## src/logic/bp_defines.svh

```systemverilog
`ifndef BP_DEFINES_SVH
`define BP_DEFINES_SVH

// instruction address
`define ADDR_WIDTH 32

// global history length, also the pht index width
`define GHR_WIDTH 8

// direct mapped btb set index
`define BTB_IDX_WIDTH 6

// derived sizes
`define PHT_DEPTH (1 << `GHR_WIDTH)
`define BTB_DEPTH (1 << `BTB_IDX_WIDTH)

// upper pc bits kept as the btb tag, byte offset dropped
`define BTB_TAG_WIDTH (`ADDR_WIDTH - `BTB_IDX_WIDTH - 2)

`endif

```

## src/logic/bp_pkg.sv

```systemverilog
`include "bp_defines.svh"

package bp_pkg;

  // instruction address
  typedef logic [`ADDR_WIDTH-1:0] addr_t;

  // global history, doubles as pht index
  typedef logic [`GHR_WIDTH-1:0] ghr_t;

  // btb set index, pc bits just above the byte offset
  typedef logic [`BTB_IDX_WIDTH-1:0] btb_idx_t;

  // remaining upper pc bits
  typedef logic [`BTB_TAG_WIDTH-1:0] btb_tag_t;

  // 2-bit saturating counter, msb means predict taken
  typedef enum logic [1:0] {
    strong_nt = 2'b00,
    weak_nt   = 2'b01,
    weak_t    = 2'b10,
    strong_t  = 2'b11
  } counter_t;

endpackage

```

## src/logic/bp_if.sv

```systemverilog
// resolved branch info coming back from decode
interface bp_train_if
  import bp_pkg::*;
();

  logic  is_branch;       // one cycle strobe
  logic  is_jump;         // j / jal
  logic  is_taken;        // resolved outcome
  ghr_t  last_pht_index;  // index used when this branch was fetched
  addr_t inst_pc;         // pc of the resolved instruction
  addr_t target;          // resolved target

  modport src (
    output is_branch,
    output is_jump,
    output is_taken,
    output last_pht_index,
    output inst_pc,
    output target
  );

  modport dst (
    input is_branch,
    input is_jump,
    input is_taken,
    input last_pht_index,
    input inst_pc,
    input target
  );

endinterface

// fetch side btb lookup, answered in the same cycle
interface btb_lookup_if
  import bp_pkg::*;
();

  addr_t pc;
  logic  hit;
  logic  is_jump;
  addr_t target;

  modport req (
    output pc,
    input  hit,
    input  is_jump,
    input  target
  );

  modport rsp (
    input  pc,
    output hit,
    output is_jump,
    output target
  );

endinterface

```

## src/logic/bp.sv

```systemverilog
`include "bp_defines.svh"

module bp
  import bp_pkg::*;
(
  input  logic        rst,
  // fetch
  input  addr_t       pc,
  // resolved info from decode
  input  logic        is_branch,
  input  logic        is_jump,
  input  logic        is_taken,
  input  logic        is_miss,
  input  ghr_t        last_pht_index,
  input  addr_t       inst_pc,
  input  addr_t       target,
  // storage side
  input  ghr_t        history,
  input  logic        pht_taken,
  output ghr_t        pht_index,
  bp_train_if.src     train,
  btb_lookup_if.req   lookup,
  // prediction
  output addr_t       next_pc,
  output logic        is_branch_taken
);

  addr_t seq_pc;

  // training fan-out, same strobe reaches ghr, pht and btb
  assign train.is_branch      = is_branch;
  assign train.is_jump        = is_jump;
  assign train.is_taken       = is_taken;
  assign train.last_pht_index = last_pht_index;
  assign train.inst_pc        = inst_pc;
  assign train.target         = target;

  assign lookup.pc = pc;

  // gshare: word address bits folded with history
  assign pht_index = pc[`GHR_WIDTH+1:2] ^ history;

  assign seq_pc = pc + addr_t'(4);

  // jumps are always taken once the btb knows them
  assign is_branch_taken = rst && lookup.hit && (pht_taken || lookup.is_jump);

  always_comb begin
    if (!rst) begin
      next_pc = seq_pc;
    end else if (is_miss) begin
      next_pc = target;  // decode correction wins over any prediction
    end else if (is_branch_taken) begin
      next_pc = lookup.target;
    end else begin
      next_pc = seq_pc;
    end
  end

endmodule

```

## src/logic/branch_predictor.sv

```systemverilog
module branch_predictor
  import bp_pkg::*;
(
  input  logic  clk,
  input  logic  rst,
  // fetch
  input  addr_t pc,
  // from decode
  input  logic  is_branch,
  input  logic  is_jump,
  input  logic  is_taken,
  input  logic  is_miss,
  input  ghr_t  last_pht_index,
  input  addr_t inst_pc,
  input  addr_t target,
  // to pc / fetch
  output addr_t next_pc,
  output logic  is_branch_taken,
  output ghr_t  pht_index,
  output addr_t current_pc
);

  ghr_t history;
  logic pht_taken;

  bp_train_if   u_train_if ();
  btb_lookup_if u_lookup_if ();

  bp u_bp (
    .rst             (rst),
    .pc              (pc),
    .is_branch       (is_branch),
    .is_jump         (is_jump),
    .is_taken        (is_taken),
    .is_miss         (is_miss),
    .last_pht_index  (last_pht_index),
    .inst_pc         (inst_pc),
    .target          (target),
    .history         (history),
    .pht_taken       (pht_taken),
    .pht_index       (pht_index),
    .train           (u_train_if.src),
    .lookup          (u_lookup_if.req),
    .next_pc         (next_pc),
    .is_branch_taken (is_branch_taken)
  );

  // history shapes the pht index
  ghr u_ghr (
    .clk     (clk),
    .rst     (rst),
    .train   (u_train_if.dst),
    .history (history)
  );

  pht u_pht (
    .clk       (clk),
    .rst       (rst),
    .train     (u_train_if.dst),
    .pht_index (pht_index),
    .taken     (pht_taken)
  );

  btb u_btb (
    .clk    (clk),
    .rst    (rst),
    .train  (u_train_if.dst),
    .lookup (u_lookup_if.rsp)
  );

  assign current_pc = pc;  // passed on toward fetch

endmodule

```

## src/logic/btb.sv

```systemverilog
`include "bp_defines.svh"

module btb
  import bp_pkg::*;
(
  input  logic         clk,
  input  logic         rst,
  bp_train_if.dst      train,
  btb_lookup_if.rsp    lookup
);

  logic [`BTB_DEPTH-1:0] valid_q;
  btb_tag_t              tag_q    [`BTB_DEPTH];
  logic                  jump_q   [`BTB_DEPTH];
  addr_t                 target_q [`BTB_DEPTH];

  btb_idx_t wr_idx;
  btb_tag_t wr_tag;
  logic     wr_en;
  btb_idx_t rd_idx;
  btb_tag_t rd_tag;

  // write side, from the resolved instruction
  assign wr_idx = train.inst_pc[`BTB_IDX_WIDTH+1:2];
  assign wr_tag = train.inst_pc[`ADDR_WIDTH-1:`BTB_IDX_WIDTH+2];
  assign wr_en  = train.is_branch | train.is_jump;

  // read side, from fetch
  assign rd_idx = lookup.pc[`BTB_IDX_WIDTH+1:2];
  assign rd_tag = lookup.pc[`ADDR_WIDTH-1:`BTB_IDX_WIDTH+2];

  always_ff @(posedge clk) begin
    if (!rst) begin
      valid_q <= '0;
    end else if (wr_en) begin
      valid_q[wr_idx] <= 1'b1;
    end
  end

  // entry payload, a new pc on the same set simply replaces the old one
  always_ff @(posedge clk) begin
    if (rst && wr_en) begin
      tag_q[wr_idx]    <= wr_tag;
      jump_q[wr_idx]   <= train.is_jump;
      target_q[wr_idx] <= train.target;
    end
  end

  // valid checked first so an unwritten tag never leaks into hit
  assign lookup.hit     = valid_q[rd_idx] && (tag_q[rd_idx] == rd_tag);
  assign lookup.is_jump = jump_q[rd_idx];
  assign lookup.target  = target_q[rd_idx];

  // fetch pc from bp must resolve to a clean hit once reset is done
  a_hit_known : assert property (
    @(posedge clk) disable iff (!rst)
    !$isunknown(lookup.hit)
  ) else $error("btb: hit unknown for pc %h", lookup.pc);

endmodule

```

## src/logic/ghr.sv

```systemverilog
`include "bp_defines.svh"

module ghr
  import bp_pkg::*;
(
  input  logic       clk,
  input  logic       rst,
  bp_train_if.dst    train,
  output ghr_t       history
);

  ghr_t history_q;

  // only resolved branches shift in, no speculative update
  always_ff @(posedge clk) begin
    if (!rst) begin
      history_q <= '0;
    end else if (train.is_branch) begin
      history_q <= {history_q[`GHR_WIDTH-2:0], train.is_taken};  // newest outcome at bit 0
    end
  end

  assign history = history_q;

  // decode must never report an outcome without a branch strobe
  a_taken_needs_branch : assert property (
    @(posedge clk) disable iff (!rst)
    train.is_taken |-> train.is_branch
  ) else $error("ghr: is_taken high without is_branch");

endmodule

```

## src/logic/pht.sv

```systemverilog
`include "bp_defines.svh"

module pht
  import bp_pkg::*;
(
  input  logic       clk,
  input  logic       rst,
  bp_train_if.dst    train,
  input  ghr_t       pht_index,
  output logic       taken
);

  counter_t cnt_q [`PHT_DEPTH];
  counter_t cnt_rd;
  counter_t cnt_wr;

  // one step toward the outcome, saturating at both ends
  function automatic counter_t step(input counter_t cur, input logic up);
    counter_t nxt;
    unique case (cur)
      strong_nt: nxt = up ? weak_nt  : strong_nt;
      weak_nt:   nxt = up ? weak_t   : strong_nt;
      weak_t:    nxt = up ? strong_t : weak_nt;
      strong_t:  nxt = up ? strong_t : weak_t;
      default:   nxt = weak_nt;
    endcase
    return nxt;
  endfunction

  assign cnt_wr = step(cnt_q[train.last_pht_index], train.is_taken);

  always_ff @(posedge clk) begin
    if (!rst) begin
      for (int i = 0; i < `PHT_DEPTH; i++) begin
        cnt_q[i] <= weak_nt;  // start just below taken
      end
    end else if (train.is_branch) begin
      cnt_q[train.last_pht_index] <= cnt_wr;
    end
  end

  // combinational read
  assign cnt_rd = cnt_q[pht_index];
  assign taken  = cnt_rd[1];

  // the indexed counter must hold one of the four states once out of reset
  a_counter_legal : assert property (
    @(posedge clk) disable iff (!rst)
    cnt_rd inside {strong_nt, weak_nt, weak_t, strong_t}
  ) else $error("pht: counter at index %0h in illegal state", pht_index);

endmodule

```

## config.mk

```make
export PLATFORM = sky130hd
export DESIGN_NAME = branch_predictor
export DESIGN_NICKNAME = d
export VERILOG_FILES = /design/src/logic/bp_pkg.sv /design/src/logic/bp_if.sv /design/src/logic/bp.sv /design/src/logic/branch_predictor.sv /design/src/logic/btb.sv /design/src/logic/ghr.sv /design/src/logic/pht.sv
export VERILOG_INCLUDE_DIRS = /design/src /design/src/logic
export SDC_FILE = /design/constraint.sdc
export NUM_CORES = 2
export LEC_CHECK = 0
export BUFFER_PORTS_ARGS = -buffer_cell sky130_fd_sc_hd__buf_2
export CORE_MARGIN = 4
export CORE_UTILIZATION = 30
export CTS_CLUSTER_SIZE = 30
export DETAILED_ROUTE_END_ITERATION = 12
export PLACE_DENSITY_LB_ADDON = 0.12
export SLEW_MARGIN = 20
export SYNTH_ARGS = -nofsm -noshare
export SYNTH_HDL_FRONTEND = slang
export SYNTH_MEMORY_MAX_BITS = 65536
export SYNTH_SLANG_ARGS = --single-unit
export TNS_END_PERCENT = 30
```

## constraint.sdc

```tcl
create_clock -name clk -period 6.5 [get_ports clk]
set_clock_uncertainty 0.2 [all_clocks]
set_input_delay 1.3 -clock clk [delete_from_list [all_inputs] [get_ports clk]]
set_output_delay 1.3 -clock clk [all_outputs]
set_load 0.005 [all_outputs]
```

==> summary.md <==
| Metric | Value |
|---|---|
| Hold path cells | 1 |
| IO Port Bufs | 180 |
| Post-Synthesis Cell Area | 0.1712 sq mm |
| Crit Path Max Fanout | 13 |
| Syn avg cell area | 19.26 sq um |
| Pint | 46.64 mW |
| Vias per cell | 5.463 |
| Crit Path Category | input port to output port |
| Leakage dissipation | 65.03 nW |
| GP Congestion | 0.8318 |
| R2R depth | 10 |
| Syn-to-layout area delta | 19.55% |
| M1 GR Usage | 29.34% |
| Power, Total | 60.68 mW |
| CP Launch Type | input port |
| Yosys reg bits | 4232 |
| Arrival time at the worst endpoint | 5.52 ns |
| # hold bufs at CTS | 0 |
| Sequential share of the synthesized area | between 70 and 80% |
| Total number of vias | between 90000 and 100k |
| Clk pwr share | 43.0% |
| Slew @ Worst Pin | 1.188 ns |
| ANT nets after route | 0 |
| Largest net degree at the start of global routing | 128 |
| Clock tree from TritonCTS | done |
| Worst VDD drop | 0.0002547 V |
| Count of nets after finishing | 9781 |
| CP Capture Type | output port |
| Initial antenna violation count | 55 |
| Post-DP HPWL | approximately 350000 microns |
| Global route overflow | 0 |
| DRC | 0 |
| Final instance area | 0.2047 sq mm |
| Clock period minus worst slack | 7.020 ns |
| Vias in the first global route | roughly 97000 |
| Ys async rst share | 0% |
| Slew Viols, Final | 0 |
| Initial Util | between 30% and 40% |
| Required @ worst endpoint | 5.00 ns |
| Final hold vios | 0 |
| Placed inst area | roughly 0.19 sq mm |
| Clock buffer depth | 4 |
| Die Y | between 700 and 800 microns |
| F_max | 0.1424 GHz |
| # H-tree levels | 5 |
| Synthesis Warnings | 0 |
| Min-delay worst type | flop to flop |
| RSZ-0062 raised after global routing | true |
| Die Wd | ~760 microns |
| Number of clock sinks | ~4200 |
| GRT Util Overall | 21.44% |
| Met2 Use GR | 35.35% |
| Cells after Synth | between 8000 and 9000 |
| Met3 GRT Util | between 3 and 4% |
| Commonest non-fill, non-tap cells in the layout | edfxtp_1 (4160), mux4_2 (955), mux2i_1 (655) |
| CTS clock-pin slew for the worst setup and hold paths | 0.06 ns |
| DRT iter0 DRCs | 11170 |
| Post-synth EDFFs | ~4200 |
| P_sw | between 10 and 15 mW |
| First drt pass iteration count | 7 |
| Root Buffer | clkbuf_16 |
| Comb power frac | 7.2% |
| Slew margin rel. | 20.82% |
| Syn nets | 9000 |
| Ys flop type | edfxtp_1 |
| Core Box Area | 0.5691 sq mm |
| Placement Rows | approximately 280 |
| Seq pwr share | roughly half |
| I/O Pins | 183 |
| Layout cells sized above 1 | approximately 29% |
| Dpl ws | -2.182 ns |
| Crit share post-route | 108.0% |
| Routed wire length per instance | 36.42 microns |
| Distinct cells, synth | 65 |
| Wirelength, routed | around 640000 microns |
| Outcome | finished, violations left |
| Global-route wire length before repair | around 860000 microns |
| Pwr per Cell Area | between 200 and 300 mW/mm^2 |
| Die area | 0.5829 sq mm |
| Total of max-cap violations | 0 |
| Worst-Skew Late Latency | 1.02 ns |
| Num CTS Buffers | 464 |
| Setup slack after layout | -0.5205 ns |
| Most common cell after layout, fill and taps aside | edfxtp_1 |
| Switching part of the total | 23.15% |
| Endpoints failing setup | 33 |
| Most Used Layer, Global Route | met2 |
| Failing checks | setup timing |
[cells in the mapped netlist (all sizes together) (52+ instances only)]
master | instances | area (sq um)
o221ai | 52 | 455.4
a22oi | 238 | 1787
nor2 | 221 | 829.6
dfxtp | 72 | 1441
o22ai | 80 | 500.5
buf | 333 | 2016
o21ai | 277 | 1386
nand2 | 216 | 810.8
nand3 | 375 | 1877
edfxtp | 4160 | 124900
a21oi | 99 | 495.5
nor3 | 274 | 1371
clkbuf | 395 | 1483
a21o | 65 | 488.0
mux4 | 955 | 21510
mux2i | 657 | 6576
[power groups by stage]
stage	sequential (mW)	combinational, mW	clock, mW
2_1_floorplan	30.8	2.09	0
3_3_place_gp	30.8	4.13	0
3_5_place_dp	30.8	4.17	0
4_1_cts	30.2	4.35	26.7
5_1_grt	30.2	4.58	27.8
6_report	30.2	4.37	26.1
[logic make-up after synthesis]
family,count (synthesis),share of synthesized area (%)
flops,4232,73.80
mux,1635,16.55
simple gates,1204,3.313
compound gates,1003,3.896
buf+inv,749,2.089
xor+xnor,63,0.3267
fa+ha+maj,3,0.01900
[state kept, by name, indices dropped and copies added (netlist names)]
| signal | count |
|---|---|
| u_pht.cnt_q | 512 |
| u_btb.target_q | 2048 |
| u_btb.tag_q | 1536 |
| u_btb.jump_q | 64 |
| u_ghr.history | 8 |
| u_btb.valid_q | 64 |
[worst max-delay path: stages]
cell and delay, ns:
buf_16 0.18, buf_16 0.20, buf_16 0.16, buf_8 0.11, mux4_2 0.50, a22o_1 0.23
a221oi_2 0.19, xnor2_1 0.21, o2111a_1 0.30, o21ai_4 0.09, nor4b_4 0.71, buf_12 0.19
buf_4 0.11, buf_12 0.14, buf_12 0.12, a311oi_1 0.09, a211oi_2 0.39, buf_2 0.20
[path summary, 6_finish.rpt]
kind                                         start                  to  slack [ns]
worst max-delay path                         pc[2]         next_pc[12]       -0.52
worst min-delay path             u_btb.valid_q[37]   u_btb.valid_q[37]        0.25
worst max register to register  u_pht.cnt_q[46][1]  u_pht.cnt_q[64][0]        2.22
worst min register to register   u_btb.valid_q[37]   u_btb.valid_q[37]        0.25
[stage by stage]
step           hold slack, ns  utilization, %  setup TNS, ns  instances
2_1_floorplan          0.2211               -              0       8889
3_3_place_gp           0.2279           32.91         -60.38      16660
3_5_place_dp           0.2351           32.92         -54.70      16670
4_1_cts                0.2523           35.87         -11.61      17590
5_1_grt                0.2658           35.96         -14.56      17610
6_report               0.2493           35.97         -14.01      17620
[per-layer routing]
metal | wire, microns | part of all wire [%] | vias up
met5 | 126 | 0.020 | -
met4 | 19900 | 3.1 | 20
met3 | 39570 | 6.2 | 869
met2 | 308300 | 48 | 3749
met1 | 273700 | 43 | 53140
li1 | - | - | 38480
[repair_timing]
action                     4_1_cts  5_1_grt
setup buffers                   53        7
pin swaps                       38       20
gates resized for setup        197       53
setup endpoints to repair       33       33
gates cloned                    11        3
[area by class of cell]
type | instances | area (sq um)
fillers | 52800 | 364400
flip-flops and latches | 4232 | 126400
multi-input cells | 3908 | 42790
clock buffers | 578 | 12100
repair buffers | 1043 | 11020
well taps | 7533 | 9425
clock inverters | 285 | 2846
inverters | 21 | 92.59
diodes | 18 | 45.04
No activity file was read; power rests on OpenSTA's default activity.
